File: src/source/sa_pkg.sv
package sa_pkg;

  // Default array size for the top level
  localparam int ROWS = 4;
  localparam int COLS = 4;

  // Signed element widths
  localparam int W_IN  = 8;
  localparam int W_ACC = 24;

  localparam int AXIL_DATA_W = 32;
  localparam int AXIL_ADDR_W = 8;

  // Register byte offsets
  localparam logic [AXIL_ADDR_W-1:0] REG_CTRL    = 8'h00;
  localparam logic [AXIL_ADDR_W-1:0] REG_BEATS   = 8'h04;
  localparam logic [AXIL_ADDR_W-1:0] REG_PACKETS = 8'h08;

  localparam logic [1:0] RESP_OKAY = 2'b00;

  // Bit 0 enable, bit 1 clamp
  typedef struct packed {
    logic clamp;
    logic enable;
  } ctrl_t;

  typedef struct packed {
    logic [AXIL_ADDR_W-1:0]   awaddr;
    logic                     awvalid;
    logic [AXIL_DATA_W-1:0]   wdata;
    logic [AXIL_DATA_W/8-1:0] wstrb;
    logic                     wvalid;
    logic                     bready;
    logic [AXIL_ADDR_W-1:0]   araddr;
    logic                     arvalid;
    logic                     rready;
  } axil_req_t;

  typedef struct packed {
    logic                   awready;
    logic                   wready;
    logic [1:0]             bresp;
    logic                   bvalid;
    logic                   arready;
    logic [AXIL_DATA_W-1:0] rdata;
    logic [1:0]             rresp;
    logic                   rvalid;
  } axil_rsp_t;

endpackage

File: src/source/axil_csr.sv
module axil_csr (
  input  logic              clk,
  input  logic              rst,
  input  sa_pkg::axil_req_t axil,
  input  logic              beat_acc,
  input  logic              pkt_done,
  output sa_pkg::axil_rsp_t axil_rsp,
  output sa_pkg::ctrl_t     ctrl
);

  import sa_pkg::*;

  logic                   awready_q;
  logic                   bvalid_q;
  logic                   arready_q;
  logic                   rvalid_q;
  logic [AXIL_DATA_W-1:0] rdata_q;
  logic [AXIL_DATA_W-1:0] beats_q;
  logic [AXIL_DATA_W-1:0] pkts_q;
  ctrl_t                  ctrl_q;
  logic                   wr_fire;
  logic                   rd_fire;
  logic [AXIL_ADDR_W-1:0] wr_addr;
  logic [AXIL_ADDR_W-1:0] rd_addr;

  // Byte lane bits ignored
  assign wr_addr = {axil.awaddr[AXIL_ADDR_W-1:2], 2'b00};
  assign rd_addr = {axil.araddr[AXIL_ADDR_W-1:2], 2'b00};

  assign wr_fire = awready_q & axil.awvalid & axil.wvalid;
  assign rd_fire = arready_q & axil.arvalid;

  // Address and data taken together with one response outstanding
  always_ff @(posedge clk) begin
    if (rst) begin
      awready_q <= 1'b0;
      bvalid_q  <= 1'b0;
    end else begin
      awready_q <= ~awready_q & ~bvalid_q & axil.awvalid & axil.wvalid;
      if (wr_fire) begin
        bvalid_q <= 1'b1;
      end else if (axil.bready) begin
        bvalid_q <= 1'b0;
      end
    end
  end

  always_ff @(posedge clk) begin
    if (rst) begin
      ctrl_q <= '0;
    end else if (wr_fire && wr_addr == REG_CTRL && axil.wstrb[0]) begin
      ctrl_q <= ctrl_t'(axil.wdata[$bits(ctrl_t)-1:0]);
    end
  end

  // Read-only status counters
  always_ff @(posedge clk) begin
    if (rst) begin
      beats_q <= '0;
      pkts_q  <= '0;
    end else begin
      if (beat_acc) begin
        beats_q <= beats_q + 1'b1;
      end
      if (pkt_done) begin
        pkts_q <= pkts_q + 1'b1;
      end
    end
  end

  always_ff @(posedge clk) begin
    if (rst) begin
      arready_q <= 1'b0;
      rvalid_q  <= 1'b0;
    end else begin
      arready_q <= ~arready_q & ~rvalid_q & axil.arvalid;
      if (rd_fire) begin
        rvalid_q <= 1'b1;
      end else if (axil.rready) begin
        rvalid_q <= 1'b0;
      end
    end
  end

  // Unmapped offsets read as zero
  always_ff @(posedge clk) begin
    if (rd_fire) begin
      case (rd_addr)
        REG_CTRL:    rdata_q <= AXIL_DATA_W'(ctrl_q);
        REG_BEATS:   rdata_q <= beats_q;
        REG_PACKETS: rdata_q <= pkts_q;
        default:     rdata_q <= '0;
      endcase
    end
  end

  always_comb begin
    axil_rsp         = '0;
    axil_rsp.awready = awready_q;
    axil_rsp.wready  = awready_q;
    axil_rsp.bresp   = RESP_OKAY;
    axil_rsp.bvalid  = bvalid_q;
    axil_rsp.arready = arready_q;
    axil_rsp.rdata   = rdata_q;
    axil_rsp.rresp   = RESP_OKAY;
    axil_rsp.rvalid  = rvalid_q;
  end

  assign ctrl = ctrl_q;

endmodule

File: src/source/mac_grid.sv
module mac_grid #(
  parameter int ROWS = sa_pkg::ROWS,
  parameter int COLS = sa_pkg::COLS
) (
  input  logic                                         clk,
  input  logic                                         rst,
  input  sa_pkg::ctrl_t                                ctrl,
  input  logic [COLS-1:0][sa_pkg::W_IN-1:0]            k_data,
  input  logic                                         k_last,
  input  logic                                         k_valid,
  output logic                                         k_ready,
  input  logic [ROWS-1:0][sa_pkg::W_IN-1:0]            x_data,
  input  logic                                         x_last,
  input  logic                                         x_valid,
  output logic                                         x_ready,
  output logic                                         beat_acc,
  output logic [ROWS-1:0][COLS-1:0][sa_pkg::W_ACC-1:0] bank,
  output logic                                         bank_valid,
  input  logic                                         bank_ready
);

  import sa_pkg::*;

  logic join_valid;
  logic join_last;
  logic join_ready;
  logic fire;
  logic first_q;
  logic bank_valid_q;

  // Signed product widened to the accumulator
  function automatic logic signed [W_ACC-1:0] mac_term(
    input logic signed [W_IN-1:0] x,
    input logic signed [W_IN-1:0] k
  );
    logic signed [2*W_IN-1:0] p;
    p = x * k;
    return W_ACC'(p);
  endfunction

  // Each ready waits on the valid of the other stream
  assign join_valid = k_valid & x_valid;
  assign join_last  = k_last & x_last;

  // A last beat needs a free bank but middle beats may land on the handoff edge
  assign join_ready = ctrl.enable & (~bank_valid_q | (bank_ready & ~join_last));

  assign k_ready  = join_ready & x_valid;
  assign x_ready  = join_ready & k_valid;
  assign fire     = join_valid & join_ready;
  assign beat_acc = fire;

  always_ff @(posedge clk) begin
    if (rst) begin
      first_q      <= 1'b1;
      bank_valid_q <= 1'b0;
    end else begin
      if (fire) begin
        first_q <= join_last;
      end
      if (fire && join_last) begin
        bank_valid_q <= 1'b1;
      end else if (bank_ready) begin
        bank_valid_q <= 1'b0;
      end
    end
  end

  // Outer product of x and k added into every cell
  always_ff @(posedge clk) begin
    if (fire) begin
      for (int r = 0; r < ROWS; r++) begin
        for (int c = 0; c < COLS; c++) begin
          bank[r][c] <= (first_q ? '0 : bank[r][c]) + mac_term(x_data[r], k_data[c]);
        end
      end
    end
  end

  assign bank_valid = bank_valid_q;

endmodule

File: src/source/column_drain.sv
module column_drain #(
  parameter int ROWS = sa_pkg::ROWS,
  parameter int COLS = sa_pkg::COLS
) (
  input  logic                                         clk,
  input  logic                                         rst,
  input  sa_pkg::ctrl_t                                ctrl,
  input  logic [ROWS-1:0][COLS-1:0][sa_pkg::W_ACC-1:0] bank,
  input  logic                                         bank_valid,
  output logic                                         bank_ready,
  input  logic [ROWS-1:0][sa_pkg::W_ACC-1:0]           a_data,
  input  logic                                         a_valid,
  output logic                                         a_ready,
  output logic [ROWS-1:0][sa_pkg::W_ACC-1:0]           y_data,
  output logic                                         y_last,
  output logic                                         y_valid,
  input  logic                                         y_ready,
  output logic                                         pkt_done
);

  import sa_pkg::*;

  localparam int CW = (COLS > 1) ? $clog2(COLS) : 1;

  logic [ROWS-1:0][COLS-1:0][W_ACC-1:0] snap;
  logic [ROWS-1:0][W_ACC-1:0]           sum;
  logic                                 busy_q;
  logic [CW-1:0]                        col_q;
  logic                                 last_col;
  logic                                 y_fire;

  assign bank_ready = ~busy_q;
  assign last_col   = (col_q == CW'(COLS - 1));

  // Output beat needs a column and a partial-sum beat
  assign y_valid  = busy_q & a_valid;
  assign a_ready  = busy_q & y_ready;
  assign y_last   = busy_q & last_col;
  assign y_fire   = y_valid & y_ready;
  assign pkt_done = y_fire & last_col;

  always_ff @(posedge clk) begin
    if (rst) begin
      busy_q <= 1'b0;
      col_q  <= '0;
    end else if (!busy_q) begin
      if (bank_valid) begin
        busy_q <= 1'b1;
        col_q  <= '0;
      end
    end else if (y_fire) begin
      if (last_col) begin
        busy_q <= 1'b0;
      end else begin
        col_q <= col_q + 1'b1;
      end
    end
  end

  // Own copy so the grid can start the next packet
  always_ff @(posedge clk) begin
    if (bank_valid && bank_ready) begin
      snap <= bank;
    end
  end

  // Wrapping add, then optional clamp of negatives
  always_comb begin
    for (int r = 0; r < ROWS; r++) begin
      sum[r]    = snap[r][col_q] + a_data[r];
      y_data[r] = (ctrl.clamp && sum[r][W_ACC-1]) ? '0 : sum[r];
    end
  end

endmodule

File: src/source/sa_top.sv
module sa_top #(
  parameter int ROWS = sa_pkg::ROWS,
  parameter int COLS = sa_pkg::COLS
) (
  input  logic                               clk,
  input  logic                               rst,

  // Configuration port
  input  sa_pkg::axil_req_t                  axil,
  output sa_pkg::axil_rsp_t                  axil_rsp,

  // Weights, one value per column
  input  logic [COLS-1:0][sa_pkg::W_IN-1:0]  k_data,
  input  logic                               k_last,
  input  logic                               k_valid,
  output logic                               k_ready,

  // Pixels, one value per row
  input  logic [ROWS-1:0][sa_pkg::W_IN-1:0]  x_data,
  input  logic                               x_last,
  input  logic                               x_valid,
  output logic                               x_ready,

  input  logic [ROWS-1:0][sa_pkg::W_ACC-1:0] a_data,
  input  logic                               a_valid,
  output logic                               a_ready,

  // One column per beat
  output logic [ROWS-1:0][sa_pkg::W_ACC-1:0] y_data,
  output logic                               y_last,
  output logic                               y_valid,
  input  logic                               y_ready
);

  import sa_pkg::*;

  ctrl_t                                ctrl;
  logic                                 beat_acc;
  logic                                 pkt_done;
  logic [ROWS-1:0][COLS-1:0][W_ACC-1:0] bank;
  logic                                 bank_valid;
  logic                                 bank_ready;

  axil_csr csr_i (
    .clk      (clk),
    .rst      (rst),
    .axil     (axil),
    .beat_acc (beat_acc),
    .pkt_done (pkt_done),
    .axil_rsp (axil_rsp),
    .ctrl     (ctrl)
  );

  mac_grid #(
    .ROWS (ROWS),
    .COLS (COLS)
  ) grid_i (
    .clk        (clk),
    .rst        (rst),
    .ctrl       (ctrl),
    .k_data     (k_data),
    .k_last     (k_last),
    .k_valid    (k_valid),
    .k_ready    (k_ready),
    .x_data     (x_data),
    .x_last     (x_last),
    .x_valid    (x_valid),
    .x_ready    (x_ready),
    .beat_acc   (beat_acc),
    .bank       (bank),
    .bank_valid (bank_valid),
    .bank_ready (bank_ready)
  );

  column_drain #(
    .ROWS (ROWS),
    .COLS (COLS)
  ) drain_i (
    .clk        (clk),
    .rst        (rst),
    .ctrl       (ctrl),
    .bank       (bank),
    .bank_valid (bank_valid),
    .bank_ready (bank_ready),
    .a_data     (a_data),
    .a_valid    (a_valid),
    .a_ready    (a_ready),
    .y_data     (y_data),
    .y_last     (y_last),
    .y_valid    (y_valid),
    .y_ready    (y_ready),
    .pkt_done   (pkt_done)
  );

endmodule

File: config.mk
export PLATFORM = sky130hd
export DESIGN_NAME = sa_top
export DESIGN_NICKNAME = d
export VERILOG_FILES = /design/src/source/sa_pkg.sv /design/src/source/axil_csr.sv /design/src/source/mac_grid.sv /design/src/source/column_drain.sv /design/src/source/sa_top.sv
export SDC_FILE = /design/constraint.sdc
export NUM_CORES = 2
export LEC_CHECK = 0
export ABC_AREA = 1
export BUFFER_PORTS_ARGS = -buffer_cell sky130_fd_sc_hd__buf_2
export CORE_ASPECT_RATIO = 0.6
export CORE_MARGIN = 8
export CORE_UTILIZATION = 38
export DETAILED_ROUTE_END_ITERATION = 16
export MAX_ROUTING_LAYER = met4
export PLACE_DENSITY = 0.63
export SKIP_LAST_GASP = 1
export SLEW_MARGIN = 20
export SYNTH_ARGS = -nofsm -noshare
export SYNTH_HDL_FRONTEND = slang
export SYNTH_HIERARCHICAL = 1
export SYNTH_SLANG_ARGS = --single-unit
File: constraint.sdc
create_clock -name clk -period 18.3 [get_ports clk]
set_clock_uncertainty 0.05 [all_clocks]
set_input_delay 5.49 -clock clk [delete_from_list [all_inputs] [get_ports clk]]
set_output_delay 5.49 -clock clk [all_outputs]
set_load 0.02 [all_outputs]
### Word-level counts from Yosys, hierarchy flattened

Cells that the tools add are included.

| cells by class | value |
|---|---|
| $add $sub $neg | 23 |
| multipliers | 16 |
| magnitude comparators | 1 |
| eq/ne operators | 6 |
| muxes and demuxes | 43 |
| bitwise logic cells | 28 |
| reduce and logical (&&, ||, !) cells | 14 |

Operators by type and width:

| operator | count |
|---|---|
| $mux W24 | 24 |
| $add A24 B24 Y24 | 20 |
| $mul A8 B8 Y16 | 16 |
| $bmux W24 S2 | 4 |
| $pmux W32 S3 | 1 |
| $add A32 B1 Y32 const B | 2 |
| $and A1 B1 Y1 | 20 |
| $logic_not A8 Y1 | 2 |
| $mux W1 | 10 |
| $logic_and A1 B1 Y1 | 8 |
| $mux W2 | 4 |
| $not A1 Y1 | 7 |
| $eq A6 B1 Y1 const B | 1 |
| $eq A6 B2 Y1 const B | 1 |
| $ne A2 B2 Y1 const B | 3 |
| $reduce_bool A2 Y1 | 3 |
| $lt A2 B3 Y1 const B | 1 |
| $reduce_and A3 Y1 | 1 |
| $add A2 B1 Y2 const B | 1 |
| $eq A2 B2 Y1 const B | 1 |
| $or A1 B1 Y1 | 1 |

| storage, ports and cells | value |
|---|---|
| flip-flop bits (word level) | 875 |
| bits of input ports | 225 |
| output and inout port bits | 142 |
| word-level logic and storage cells | 176 |

### Logic depth before layout (Yosys ltp)

| depth | value |
|---|---|
| depth in word-level cells | 8 |
| gate-level depth with buffers | 36 |
| depth with buffers taken out | 35 |

### Hierarchy

The synthesis kept the hierarchy.

Modules (own cells, without submodules):

| module | instances | cells each | area an instance (sq um) | seq. area each (sq um) |
|---|---|---|---|---|
| mac_grid | 1 | 9879 | 74218.7 | 11571.1 |
| column_drain | 1 | 2458 | 21466.8 | 11591.1 |
| axil_csr | 1 | 690 | 5141.2 | 2362.3 |

### Worst setup path after synthesis

Ideal clock, no wire load.

| timing | value |
|---|---|
| path kind | flip-flop to flip-flop |
| from | reg grid_i.bank_valid_q (netlist: grid_i/bank_valid) |
| to | reg drain_i.col_q[0] |
| library setup time | 133 ps |
| arrival time | 17645 ps |
| required time | 18117 ps |
| setup slack | 472 ps |
| stages on the path, launching flop included | 6 |
| path buffers | 0 |
| clock period less this slack | 17828 ps |
| path through | dfxtp_1 > inv_1 > nor2_1 > nor2_1 > nand2_1 > a21oi_1 |

| between the ends | value |
|---|---|
| cells in the longest elaborated chain, start to end | 2 |

Ends and longest elaborated chain:

| item | line | text |
|---|---|---|
| start, declared | mac_grid.sv:29 | `logic bank_valid_q;` |
| start signal, assigned | mac_grid.sv:56 | `bank_valid_q <= 1'b0;` |
| start signal, assigned | mac_grid.sv:62 | `bank_valid_q <= 1'b1;` |
| start signal, assigned | mac_grid.sv:64 | `bank_valid_q <= 1'b0;` |
| $reduce_bool A2 Y1 (no line) | - |  |
| $reduce_and A3 Y1 (no line) | - |  |
| end signal, assigned | column_drain.sv:55 | `col_q <= col_q + 1'b1;` |
| end, declared | column_drain.sv:28 | `logic [CW-1:0] col_q;` |

No other way between the ends.
A chain may end at the register's enable or synchronous reset.

==> impl_metrics.ini <==
[worst_hold_path]
hp-class = reg -> reg
min_from = grid_i/bank[290]

[clocking]
clk_latency_ns = 0.74
post_cts.repair.setup_buffers = 0
clock-sinks = 875
numCtsBuffers = 91
htreeDepth = 3
cts_buffer_depth = 3
cts_hold_buf = 0
cts_tree = done
cts_resized = 0
cts_root_buf = clkbuf_16
clk_pin_slew_ns = 0.07

[global_routing]
grt_pass1_vias = 75700
track_usage = 0.204
grt_max_degree = 125
grt_pass1_wl_microns = 444000
grt_overflow_total = 0
antenna_found_initial = 26

[timing]
setup_viol = 0
finalSetupTns_ns = 0
finalCritPeriodShare = 0.723
worst_slew_pin_slew_ns = 1.23
rsz0062_at_grt = no
slew_headroom = 0.170
worst_slack_ns = 5.06
hold_viol = 0
fmax_mhz = 75.5
whs_ns = 0.356
maxSlewViolCount = 0
final_period_minus_worst_setup_slack_ns = 13.24

[power]
ir_drop_mv = 0.119
p_total_mw = 15.7
pwr_density_cell_nw_per_um2 = 144
leakage_nw = 59.7

[synth]
synth-main-ff-cell = edfxtp_1
synth_xor_xnor_area_share = 0.0540
synthAdderAreaFrac = 0.293
synth-async-reset-ratio = 0
ys_ff_latch = 875
synth_top_area_frac = 0.238
ys_warn_count = 6
synthMuxAreaShare = 0
synth_edf_count = 800
avgSynthCellArea_sq_um = 7.74
synth_common_cells = inv_1, nand2_1, nor2_1, ha_1, fa_1
synth-compound-area-share = 0.0666
synth_seq_area_share = 0.253
syn_inst = 13000
synthTopCellsByArea = edfxtp_1, fa_1, inv_1
syn_area_sq_um = 101000
yosysMostFrequentCell = inv_1
yosys.area_share.simple = 0.196
yosys.area.top_type = edfxtp_1
synth_top_family_by_area = adder cells
ys_types = 58

[setup_path]
crit_type = in -> out
crit_family = simple AND/OR/NAND/NOR gates
cp-startpoint = a_data[6]
cpPeakStageDelay_ns = 0.39
start_kind = input pin
critPathMaxFanout = 23
path_cells = buf_2 -> ha_1 -> nand2_1 -> inv_1 -> a21oi_1 -> nand2_1 -> nand2_1 -> nand3_1 -> nand2_1 -> nand3_2 -> nand2_1 -> inv_1 -> buf_2
cp_num_buf_inv = 4
cp.arrival_ns = 7.70
r2r-start = grid_i/first_q
worst_path_max_delay_cell = ha_1
required_ns = 12.76
end_kind = output port
path_common_cell = nand2_1

[placement]
hpwl_microns = 219000
gp_congestion = 0.932
place_ws_ns = 4.97
portBuffers = 325
placed_area_sq_um = 106000

[final_layout]
fillers = 26700
layout-drive-gt1-share = 0.0536
num-nets-final = 15200
area_delta_synth_final_pct = 8.40
post-route-cell-area_sq_um = 109000

[detailed_routing]
vias = 80400
drtAntennaViolNets = 0
drtIter0Drc = 7176
wl_microns = 285000
dr.pass1.iters = 6
drc = 0
vias_per_cell = 4.77
routedWlPerCell_microns = 16.9

[die]
initial_utilization = 0.382
die_area_sq_um = 283000
num_rows = 146
core_sq_um = 264000
ioPinCount = 367
die_w_microns = 681
die_h_microns = 415

[job]
cap_violations = 0

[status]
outcome = finished clean
## per-stage QoR
| step | cells | utilization |
|---|---|---|
| final | 16800 | 0.414 |
| after global placement | 16700 | 0.402 |
| after global routing | 16800 | 0.414 |
| after detailed placement | 16700 | 0.402 |
| after CTS | 16800 | 0.414 |
| after floorplan | 13000 | - |
## power breakdown
group          leakage (nW)  internal (mW)  switching, mW
clock network          1.50           1.07          0.900
logic                  50.4           3.99           7.15
registers              7.83           2.62       0.000873
## layout make-up
type	count	area, sq um	area share
tap	3552	4440	0.0407
clock buffer	108	2350	0.0215
antenna	12	30.0	0.000275
sequential	875	25500	0.234
multi-input combinational	8527	61600	0.563
timing repair buffer	403	2240	0.0205
inverter	3301	12400	0.114
clock inverter	61	722	0.00661
## registers in the layout (all words and copies together) (netlist names)
signal / cells
csr_i/rdata_q: 32
drain_i/busy_q: 1
drain_i/col_q: 2
csr_i/bvalid_q: 1
drain_i/snap: 384
csr_i/ctrl: 2
grid_i/bank_valid: 1
csr_i/awready_q: 1
csr_i/beats_q: 32
csr_i/rvalid_q: 1
grid_i/first_q: 1
csr_i/arready_q: 1
csr_i/pkts_q: 32
grid_i/bank: 384
## final timing paths
kind                       end  slack, ns  depth (start not counted)
max                  y_data[5]       5.06                         13
min          drain_i/snap[290]       0.36                          0
max reg2reg   grid_i/bank[284]      13.29                         19
min reg2reg  drain_i/snap[290]       0.36                          0
## cell usage in the layout (no fill, tap or decap), drive strengths merged, types with 75 or more instances in the layout
master,instances
xnor2,228
nor3,100
a21oi,584
buf,403
xor2,384
inv,3306
nand2,3062
ha,925
nand3,479
fa,900
clkbuf,108
o21ai,361
nor2,1096
o22ai,122
dfxtp,75
edfxtp,800
## kinds of logic after synthesis
kind of cell	after synthesis
buf+inv	3628
xor+xnor	612
other cells	1
fa+ha+maj	1825
flops	875
simple gates	4857
compound gates	1229
## layer usage
metal  up-vias  GRT usage  routed length (microns)  share of wire
met5         -          -                        0              0
met4         0     0.0315                     4560          0.016
met3       223     0.0413                    26000          0.091
met2      2527      0.272                   109000           0.38
met1     37500      0.318                   145000           0.51
li1      40100          -                        -              -
Power figures use the tool's default switching activity.
